--- config.mk ---
export PLATFORM = sky130hd
export DESIGN_NAME = datapath
export DESIGN_NICKNAME = d
export VERILOG_FILES = /design/src/rv32i_pkg.sv /design/src/datapath.sv /design/src/mem_wb_stage.sv /design/src/execute_stage.sv /design/src/regfile.sv /design/src/ctrl_rom.sv /design/src/fetch_unit.sv
export SDC_FILE = /design/constraint.sdc
export NUM_CORES = 2
export LEC_CHECK = 0
export BUFFER_PORTS_ARGS = -buffer_cell sky130_fd_sc_hd__buf_4
export CORE_MARGIN = 3
export CORE_UTILIZATION = 40
export CTS_BUF_LIST = sky130_fd_sc_hd__clkbuf_8
export CTS_CLUSTER_DIAMETER = 150
export DETAILED_ROUTE_END_ITERATION = 10
export PLACE_DENSITY = 0.57
export REMOVE_ABC_BUFFERS = 1
export SETUP_SLACK_MARGIN = 0.15
export SLEW_MARGIN = 15
export SYNTH_ARGS = -nofsm -noshare
export SYNTH_HDL_FRONTEND = slang
export SYNTH_SLANG_ARGS = --single-unit
--- constraint.sdc ---
create_clock -name clk -period 5.11 [get_ports clk]
set_input_delay 0.511 -clock clk [delete_from_list [all_inputs] [get_ports clk]]
set_output_delay 0.511 -clock clk [all_outputs]
set_load 0.01 [all_outputs]
--- src/rv32i_pkg.sv ---
`default_nettype none

package rv32i_pkg;

  localparam int XLEN       = 32;
  localparam int REG_ADDR_W = 5;
  localparam int NUM_REGS   = 32;
  localparam int MBE_W      = 4;

  localparam logic [XLEN-1:0] PC_RESET = 32'h0000_0000;
  localparam logic [XLEN-1:0] PC_STEP  = 32'd4;

  // Second ALU operand and immediate format selects
  localparam logic ALUMUX2_RS2 = 1'b0;
  localparam logic ALUMUX2_IMM = 1'b1;
  localparam logic IMM_I       = 1'b0;
  localparam logic IMM_S       = 1'b1;

  typedef enum logic [6:0] {
    op_lui   = 7'b0110111,
    op_load  = 7'b0000011,
    op_store = 7'b0100011,
    op_imm   = 7'b0010011,
    op_reg   = 7'b0110011
  } rv32i_opcode_t;

  typedef enum logic [2:0] {
    alu_add, alu_sub, alu_slt, alu_xor, alu_or, alu_and
  } alu_op_t;

  typedef enum logic [1:0] {
    wb_alu, wb_uimm, wb_mdr
  } wb_sel_t;

  typedef enum logic [2:0] {
    lb  = 3'b000,
    lh  = 3'b001,
    lw  = 3'b010,
    lbu = 3'b100,
    lhu = 3'b101
  } load_funct3_t;

  typedef enum logic [2:0] {
    sb = 3'b000,
    sh = 3'b001,
    sw = 3'b010
  } store_funct3_t;

  typedef struct packed {
    rv32i_opcode_t         opcode;
    logic [2:0]            funct3;
    logic [6:0]            funct7;
    logic [REG_ADDR_W-1:0] rs1;
    logic [REG_ADDR_W-1:0] rs2;
    logic [REG_ADDR_W-1:0] rd;
    logic [XLEN-1:0]       i_imm;
    logic [XLEN-1:0]       s_imm;
    logic [XLEN-1:0]       u_imm;
  } instr_t;

  // All zero means no register write and no memory access
  typedef struct packed {
    alu_op_t alu_op;
    logic    alumux2_sel;
    logic    imm_sel;
    wb_sel_t wb_sel;
    logic    regfile_ld;
    logic    dcache_read;
    logic    dcache_write;
  } ctrl_word_t;

  typedef struct packed {
    instr_t          instr;
    ctrl_word_t      ctrl;
    logic [XLEN-1:0] rs1_data;
    logic [XLEN-1:0] rs2_data;
  } idex_t;

  typedef struct packed {
    instr_t          instr;
    ctrl_word_t      ctrl;
    logic [XLEN-1:0] alu_out;
    logic [XLEN-1:0] rs2_data;
  } exmem_t;

  typedef struct packed {
    logic [REG_ADDR_W-1:0] rd;
    logic [XLEN-1:0]       u_imm;
    ctrl_word_t            ctrl;
    logic [XLEN-1:0]       alu_out;
    logic [XLEN-1:0]       mdr;
  } memwb_t;

  typedef struct packed {
    logic                  we;
    logic [REG_ADDR_W-1:0] rd;
    logic [XLEN-1:0]       data;
  } wb_t;

endpackage

`default_nettype wire
--- src/datapath.sv ---
`timescale 1ns/1ns
`default_nettype none

module datapath import rv32i_pkg::*; (
  input  logic             clk,
  input  logic             rst_n,

  // Instruction cache
  output logic             icache_read,
  output logic [XLEN-1:0]  icache_address,
  input  logic [XLEN-1:0]  icache_rdata,
  input  logic             icache_resp,

  // Data cache
  output logic             dcache_read,
  output logic             dcache_write,
  output logic [XLEN-1:0]  dcache_address,
  output logic [XLEN-1:0]  dcache_wdata,
  output logic [MBE_W-1:0] dcache_mbe,
  input  logic [XLEN-1:0]  dcache_rdata,
  input  logic             dcache_resp
);

  logic            advance;
  logic            mem_busy;
  instr_t          ifid_instr;
  ctrl_word_t      ctrl;
  logic [XLEN-1:0] rs1_data;
  logic [XLEN-1:0] rs2_data;
  exmem_t          exmem;
  wb_t             wb;

  fetch_unit u_fetch (
    .clk            (clk),
    .rst_n          (rst_n),
    .icache_resp    (icache_resp),
    .icache_rdata   (icache_rdata),
    .mem_busy       (mem_busy),
    .icache_read    (icache_read),
    .icache_address (icache_address),
    .advance        (advance),
    .ifid_instr     (ifid_instr)
  );

  ctrl_rom u_ctrl_rom (
    .instr (ifid_instr),
    .ctrl  (ctrl)
  );

  regfile u_regfile (
    .clk      (clk),
    .rst_n    (rst_n),
    .wb       (wb),
    .rs1_addr (ifid_instr.rs1),
    .rs2_addr (ifid_instr.rs2),
    .rs1_data (rs1_data),
    .rs2_data (rs2_data)
  );

  execute_stage u_execute (
    .clk      (clk),
    .rst_n    (rst_n),
    .advance  (advance),
    .instr    (ifid_instr),
    .ctrl     (ctrl),
    .rs1_data (rs1_data),
    .rs2_data (rs2_data),
    .exmem    (exmem)
  );

  mem_wb_stage u_mem_wb (
    .clk            (clk),
    .rst_n          (rst_n),
    .advance        (advance),
    .exmem          (exmem),
    .dcache_rdata   (dcache_rdata),
    .dcache_resp    (dcache_resp),
    .dcache_read    (dcache_read),
    .dcache_write   (dcache_write),
    .dcache_address (dcache_address),
    .dcache_wdata   (dcache_wdata),
    .dcache_mbe     (dcache_mbe),
    .mem_busy       (mem_busy),
    .wb             (wb)
  );

endmodule

`default_nettype wire

--- src/mem_wb_stage.sv ---
`timescale 1ns/1ns
`default_nettype none

module mem_wb_stage import rv32i_pkg::*; (
  input  logic             clk,
  input  logic             rst_n,
  input  logic             advance,
  input  exmem_t           exmem,
  input  logic [XLEN-1:0]  dcache_rdata,
  input  logic             dcache_resp,
  output logic             dcache_read,
  output logic             dcache_write,
  output logic [XLEN-1:0]  dcache_address,
  output logic [XLEN-1:0]  dcache_wdata,
  output logic [MBE_W-1:0] dcache_mbe,
  output logic             mem_busy,
  output wb_t              wb
);

  memwb_t          memwb_q;
  logic [1:0]      byte_off;
  logic [XLEN-1:0] byte_lane;
  logic [XLEN-1:0] half_lane;
  logic [XLEN-1:0] load_data;

  assign byte_off = exmem.alu_out[1:0];

  // Requests held low through reset, before EX/MEM is cleared
  assign dcache_read    = exmem.ctrl.dcache_read & rst_n;
  assign dcache_write   = exmem.ctrl.dcache_write & rst_n;
  assign dcache_address = {exmem.alu_out[XLEN-1:2], 2'b00};
  assign mem_busy       = (dcache_read | dcache_write) & ~dcache_resp;

  // Store lane steering
  always_comb begin
    dcache_wdata = '0;
    dcache_mbe   = '0;
    if (exmem.ctrl.dcache_write) begin
      case (store_funct3_t'(exmem.instr.funct3))
        sb: begin
          dcache_wdata = exmem.rs2_data << {byte_off, 3'b000};
          dcache_mbe   = MBE_W'(1) << byte_off;
        end
        sh: begin
          dcache_wdata = exmem.rs2_data << {byte_off[1], 4'b0000};
          dcache_mbe   = MBE_W'(3) << {byte_off[1], 1'b0};
        end
        default: begin
          dcache_wdata = exmem.rs2_data;
          dcache_mbe   = '1;
        end
      endcase
    end
  end

  // Load lane extraction
  assign byte_lane = dcache_rdata >> {byte_off, 3'b000};
  assign half_lane = dcache_rdata >> {byte_off[1], 4'b0000};

  always_comb begin
    case (load_funct3_t'(exmem.instr.funct3))
      lb:      load_data = {{24{byte_lane[7]}}, byte_lane[7:0]};
      lbu:     load_data = {24'h000000, byte_lane[7:0]};
      lh:      load_data = {{16{half_lane[15]}}, half_lane[15:0]};
      lhu:     load_data = {16'h0000, half_lane[15:0]};
      default: load_data = dcache_rdata;
    endcase
  end

  // MEM/WB register
  always_ff @(posedge clk) begin
    if (!rst_n) begin
      memwb_q <= '0;
    end else if (advance) begin
      memwb_q.rd      <= exmem.instr.rd;
      memwb_q.u_imm   <= exmem.instr.u_imm;
      memwb_q.ctrl    <= exmem.ctrl;
      memwb_q.alu_out <= exmem.alu_out;
      memwb_q.mdr     <= load_data;
    end
  end

  assign wb.we = memwb_q.ctrl.regfile_ld;
  assign wb.rd = memwb_q.rd;

  always_comb begin
    case (memwb_q.ctrl.wb_sel)
      wb_uimm: wb.data = memwb_q.u_imm;
      wb_mdr:  wb.data = memwb_q.mdr;
      default: wb.data = memwb_q.alu_out;
    endcase
  end

endmodule

`default_nettype wire

--- src/execute_stage.sv ---
`timescale 1ns/1ns
`default_nettype none

module execute_stage import rv32i_pkg::*; (
  input  logic            clk,
  input  logic            rst_n,
  input  logic            advance,
  input  instr_t          instr,
  input  ctrl_word_t      ctrl,
  input  logic [XLEN-1:0] rs1_data,
  input  logic [XLEN-1:0] rs2_data,
  output exmem_t          exmem
);

  idex_t           idex_q;
  logic [XLEN-1:0] imm;
  logic [XLEN-1:0] alu_b;
  logic [XLEN-1:0] alu_out;

  // ID/EX register
  always_ff @(posedge clk) begin
    if (!rst_n) begin
      idex_q <= '0;
    end else if (advance) begin
      idex_q.instr    <= instr;
      idex_q.ctrl     <= ctrl;
      idex_q.rs1_data <= rs1_data;
      idex_q.rs2_data <= rs2_data;
    end
  end

  assign imm   = (idex_q.ctrl.imm_sel == IMM_S) ? idex_q.instr.s_imm : idex_q.instr.i_imm;
  assign alu_b = (idex_q.ctrl.alumux2_sel == ALUMUX2_IMM) ? imm : idex_q.rs2_data;

  always_comb begin
    case (idex_q.ctrl.alu_op)
      alu_add: alu_out = idex_q.rs1_data + alu_b;
      alu_sub: alu_out = idex_q.rs1_data - alu_b;
      alu_slt: alu_out = {{(XLEN-1){1'b0}}, $signed(idex_q.rs1_data) < $signed(alu_b)};
      alu_xor: alu_out = idex_q.rs1_data ^ alu_b;
      alu_or:  alu_out = idex_q.rs1_data | alu_b;
      alu_and: alu_out = idex_q.rs1_data & alu_b;
      default: alu_out = idex_q.rs1_data + alu_b;
    endcase
  end

  // EX/MEM register
  always_ff @(posedge clk) begin
    if (!rst_n) begin
      exmem <= '0;
    end else if (advance) begin
      exmem.instr    <= idex_q.instr;
      exmem.ctrl     <= idex_q.ctrl;
      exmem.alu_out  <= alu_out;
      exmem.rs2_data <= idex_q.rs2_data;
    end
  end

endmodule

`default_nettype wire

--- src/regfile.sv ---
`timescale 1ns/1ns
`default_nettype none

module regfile import rv32i_pkg::*; (
  input  logic                  clk,
  input  logic                  rst_n,
  input  wb_t                   wb,
  input  logic [REG_ADDR_W-1:0] rs1_addr,
  input  logic [REG_ADDR_W-1:0] rs2_addr,
  output logic [XLEN-1:0]       rs1_data,
  output logic [XLEN-1:0]       rs2_data
);

  logic [XLEN-1:0] regs [NUM_REGS];
  logic            wr_en;

  // x0 is never written, so it reads back zero
  assign wr_en = wb.we && (wb.rd != '0);

  always_ff @(posedge clk) begin
    if (!rst_n) begin
      for (int i = 0; i < NUM_REGS; i++) begin
        regs[i] <= '0;
      end
    end else if (wr_en) begin
      regs[wb.rd] <= wb.data;
    end
  end

  // Write-through so decode sees a same-cycle writeback
  assign rs1_data = (wr_en && wb.rd == rs1_addr) ? wb.data : regs[rs1_addr];
  assign rs2_data = (wr_en && wb.rd == rs2_addr) ? wb.data : regs[rs2_addr];

endmodule

`default_nettype wire

--- src/ctrl_rom.sv ---
`timescale 1ns/1ns
`default_nettype none

module ctrl_rom import rv32i_pkg::*; (
  input  instr_t     instr,
  output ctrl_word_t ctrl
);

  alu_op_t arith_op;
  logic    arith_ok;

  // Shared funct3 map for immediate and register operations
  always_comb begin
    arith_ok = 1'b1;
    case (instr.funct3)
      3'b000: begin
        // Only register ops honour funct7 for sub
        if (instr.opcode == op_reg && instr.funct7[5]) begin
          arith_op = alu_sub;
        end else begin
          arith_op = alu_add;
        end
      end
      3'b010: arith_op = alu_slt;
      3'b100: arith_op = alu_xor;
      3'b110: arith_op = alu_or;
      3'b111: arith_op = alu_and;
      default: begin
        // Shifts and sltu fall out as no-ops
        arith_op = alu_add;
        arith_ok = 1'b0;
      end
    endcase
  end

  always_comb begin
    ctrl = '0;
    case (instr.opcode)
      op_lui: begin
        ctrl.wb_sel     = wb_uimm;
        ctrl.regfile_ld = 1'b1;
      end
      op_load: begin
        ctrl.alu_op      = alu_add;
        ctrl.alumux2_sel = ALUMUX2_IMM;
        ctrl.imm_sel     = IMM_I;
        ctrl.wb_sel      = wb_mdr;
        ctrl.regfile_ld  = 1'b1;
        ctrl.dcache_read = 1'b1;
      end
      op_store: begin
        ctrl.alu_op       = alu_add;
        ctrl.alumux2_sel  = ALUMUX2_IMM;
        ctrl.imm_sel      = IMM_S;
        ctrl.dcache_write = 1'b1;
      end
      op_imm: begin
        ctrl.alu_op      = arith_op;
        ctrl.alumux2_sel = ALUMUX2_IMM;
        ctrl.imm_sel     = IMM_I;
        ctrl.wb_sel      = wb_alu;
        ctrl.regfile_ld  = arith_ok;
      end
      op_reg: begin
        ctrl.alu_op      = arith_op;
        ctrl.alumux2_sel = ALUMUX2_RS2;
        ctrl.wb_sel      = wb_alu;
        ctrl.regfile_ld  = arith_ok;
      end
      default: ctrl = '0;
    endcase
  end

endmodule

`default_nettype wire

--- src/fetch_unit.sv ---
`timescale 1ns/1ns
`default_nettype none

module fetch_unit import rv32i_pkg::*; (
  input  logic            clk,
  input  logic            rst_n,
  input  logic            icache_resp,
  input  logic [XLEN-1:0] icache_rdata,
  input  logic            mem_busy,
  output logic            icache_read,
  output logic [XLEN-1:0] icache_address,
  output logic            advance,
  output instr_t          ifid_instr
);

  logic [XLEN-1:0] pc_q;

  function automatic instr_t decode_instr(input logic [XLEN-1:0] word);
    instr_t d;
    d.opcode = rv32i_opcode_t'(word[6:0]);
    d.funct3 = word[14:12];
    d.funct7 = word[31:25];
    d.rs1    = word[19:15];
    d.rs2    = word[24:20];
    d.rd     = word[11:7];
    d.i_imm  = {{21{word[31]}}, word[30:20]};
    d.s_imm  = {{21{word[31]}}, word[30:25], word[11:7]};
    d.u_imm  = {word[31:12], 12'h000};
    return d;
  endfunction

  // Fetch is always requested once out of reset
  assign icache_read    = rst_n;
  assign icache_address = {pc_q[XLEN-1:2], 2'b00};

  // Whole pipeline freezes on either cache wait
  assign advance = ~(icache_read & ~icache_resp) & ~mem_busy;

  always_ff @(posedge clk) begin
    if (!rst_n) begin
      pc_q       <= PC_RESET;
      ifid_instr <= '0;
    end else if (advance) begin
      pc_q       <= pc_q + PC_STEP;
      ifid_instr <= decode_instr(icache_rdata);
    end
  end

endmodule

`default_nettype wire

==> metrics.txt <==
Clock transition at path regs=roughly 0.06 ns; area grow syn2layout=12.7%; core footprint=between 150000 and 200000 um^2; remaining antenna violation count=0; remaining global-route overflow=0; Buf/Inv on CP=4; Slew HR=approximately a fifth; CP Capture Type=primary output; Final Net Count=about 6300; critical path data required time=about 4.6 ns; Mean Syn Cell Area=11.9 um^2; Crit Path Max Fanout=22; Die Span Y=429 um; Finished Layout Cells=between 8000 and 9000; wire length per cell=28.9 um; DP HPWL=158 mm; full die area=184000 um^2; skew final=0.0511 ns; placed cell areas=approximately 76000 um^2; Pleak=27.4 nW; Root Buffer=clkbuf_8; achievable frequency=214 MHz; placed cell count=8184; io pins=171; worst setup path category=flip-flop to primary output; Hold Crit Class=input pin to flip-flop; final worst setup slack=roughly 0.43 ns; crit path launch type=flip-flop; Post-Syn Area=about 72000 um^2; sequential share of the synthesized area=52.6%; CTS Buf Count=roughly 230; DRT Pass-1 Iters=6; largest net degree at the start of global routing=198; vias in the first global route=51800; Slew Limit Fails=0; Syn Inst Count=6029; RSZ-0062 raised after global routing=false; Largest delay share family, worst path=buffers and inverters; clock latency on the worst-skew pair=1.01 ns; Initial Util=between 40% and 50%; cell mode on critical path=buf_4; Worst VDD drop=approximately 0.21 mV; GP Congestion=0.904; share of flip-flops with an asynchronous set or reset=0%; Iter 0 DRT Violations=6290; # rows=154; final wirelength=251 mm; TritonCTS clock tree=yes; GR Util All Layers=approximately 27%; # port buffers=around 170; Crit path largest cell delay=between 0.9 and 1 ns; die width=429 um; synth top area cells=edfxtp_1 (43%), mux4_2 (20%), dfxtp_1 (9.7%); CTS max path bufs=3; final setup fails=0; htree depth=4; Worst-Margin Slew=1.21 ns; Fin. Hold Viols=0; library cells used by synthesis=90; Via density=6.02; number of synthesized flops with an enable pin=a little over 1000; outcome=finished, final reports clean; Pwr Density=328 nW/um^2; critical path, cell by cell=clkinv_1 > a21oi_1 > buf_4 > nor2b_1 > buf_4 > nand2_1 > o21ai_0 > buf_4; Remaining DRCs=0; Vias=52300; min cycle time layout=4.68 ns; post-synth top area cell=edfxtp_1; Ys Warns=0; Final Cycle Share=between 90% and 100%; critical path's slowest cell=dfxtp_1; pre-CTS setup slack=0.867 ns; top_reg_cell synth=edfxtp_1; CP arrival=4.17 ns; Pwr Total=26.5 mW; layout cell share with drive strength beyond 1=23.9%; post-route cell area=80800 um^2; MaxCap Viol Count=0; TritonCTS Sinks=between 1000 and 1500; initial antenna violation count=16; first-pass GRT wire length=362 mm; Yosys reg bits=1370; total setup buffers inserted after CTS=0; area fraction of the dominant cell type after synthesis=42.9%
[final timing paths]
path                                           from                                 to  slack, ns  depth (start not counted)
setup reg to reg  u_execute.idex_q[70]$_SDFFE_PN0P_   u_execute.exmem[54]$_SDFFE_PN0P_       0.82                         17
setup / recovery   u_execute.exmem[33]$_SDFFE_PN0P_                   dcache_wdata[25]       0.43                          8
hold reg to reg    u_execute.exmem[92]$_SDFFE_PN0P_   u_execute.exmem[92]$_SDFFE_PN0P_       0.45                          2
hold / removal                          icache_resp  u_mem_wb.memwb_q[99]$_SDFFE_PN0P_       0.14                          4
[synth_stat cells, drive strengths merged, types with 4 or more instances]
cell and number:
and4 4, a22oi 29, and2 19, nand4 15, dfxtp 346, nand3b 9
mux4 640, o211ai 21, o21a 7, or2 5, a31oi 43, a21oi 440
o2111ai 4, clkbuf 477, o31ai 4, o221ai 13, nand2 787, nand3 43
o21ai 184, ha 99, inv 108, nor2 1162, a211o 6, edfxtp 1024
a221o 4, o21bai 16, and3 10, nand2b 17, a22o 8, nor4 8
nor3b 7, a221oi 10, mux2i 13, or3 16, a211oi 16, xor2 24
xnor2 34, buf 120, a21o 44, nor3 33, nor2b 24, mux2 79
o22ai 5
[repair_timing]
| item | 4_1_cts | 5_1_grt |
|---|---|---|
| gates resized for setup | 0 | 1 |
| endpoints found under the setup margin | 0 | 7 |
| endpoints found under the hold margin | 64 | 0 |
| hold buffers | 64 | 0 |
[final cells by class]
cell class,instances,area (um^2)
antenna,7,17.5
clock buffer,241,3320
clock inverter,185,1030
fill,16100,96300
inverter,110,420
multi-input combinational,3987,31600
sequential,1370,37700
tap,2340,2930
timing repair buffer,441,3780
[routing by layer]
metal / global-route usage (%) / up-vias / wire length (um)
met5: 0 / - / 25
met4: 11.1 / 4 / 10700
met3: 5.24 / 531 / 23100
met2: 42.9 / 2723 / 118000
met1: 35.8 / 26700 / 99200
li1: - / 22300 / -
[sequential cells by signal (all words and copies together) (netlist names)]
signal,count
u_fetch.ifid_instr,32
u_execute.idex_q,98
u_fetch.pc_q,30
u_regfile.regs,1024
u_mem_wb.wb,6
u_mem_wb.memwb_q,86
u_execute.exmem,94
[worst register-to-register path, stage by stage, from the launching register on]
cell	delay (ns)
dfxtp_1	0.56
buf_4	0.29
nor2_1	0.07
a21o_1	0.17
inv_1	0.08
ha_1	0.19
inv_1	0.08
fa_1	0.43
nor2b_1	0.16
o31a_1	0.16
o21ai_0	0.12
a21oi_1	0.50
o2bb2ai_1	0.27
o2111ai_1	0.25
nand3b_1	0.31
a221o_1	0.20
o21ai_0	0.09
a32o_1	0.25
[stage by stage]
stage,setup TNS (ns),util (%),hold slack [ns]
3_3_place_gp,0,42.8,0.438
4_1_cts,0,45.6,0.0569
2_1_floorplan,-2928.71,-,0.427
3_5_place_dp,0,42.8,0.444
5_1_grt,0,45.6,0.103
6_report,0,45.6,0.143
[layout by cell type (no fill, tap or decap), types with 17 or more instances in the layout]
| master | n |
|---|---|
| a21oi_1 | 405 |
| nor2_1 | 1161 |
| buf_12 | 25 |
| inv_1 | 188 |
| nand2_2 | 51 |
| a21o_1 | 43 |
| and2_1 | 19 |
| clkbuf_8 | 241 |
| o21ai_0 | 183 |
| nand2b_1 | 17 |
| xnor2_1 | 34 |
| nor2b_1 | 24 |
| nand3_1 | 43 |
| o211ai_1 | 19 |
| edfxtp_1 | 1024 |
| mux2_2 | 79 |
| conb_1 | 36 |
| nor3_1 | 33 |
| nand2_1 | 736 |
| ha_1 | 98 |
| buf_4 | 352 |
| a22oi_1 | 28 |
| clkinv_1 | 61 |
| clkinv_2 | 22 |
| dfxtp_1 | 335 |
| a21oi_2 | 30 |
| a31oi_1 | 42 |
| mux4_2 | 640 |
| xor2_1 | 24 |
| dlygate4sd3_1 | 64 |
[where the power goes]
part	leakage, nW	switching (mW)	internal, mW
Clock	2.51	4.76	4.65
Sequential	13.4	0.458	12.4
Combinational	11.5	2.49	1.75
[kinds of logic after synthesis]
kind of cell	count (synthesis)	share of synthesized area, %
and+or+nand+nor	2171	12.1
DFF	1370	52.6
AOI/OAI and AO/OA	889	7.33
muxes	732	21.5
buffers and inverters	707	3.96
adders and majority gates	101	1.78
xor gates and xnor gates	58	0.709
other	1	0.00523
(Power assumes the default switching activity.)
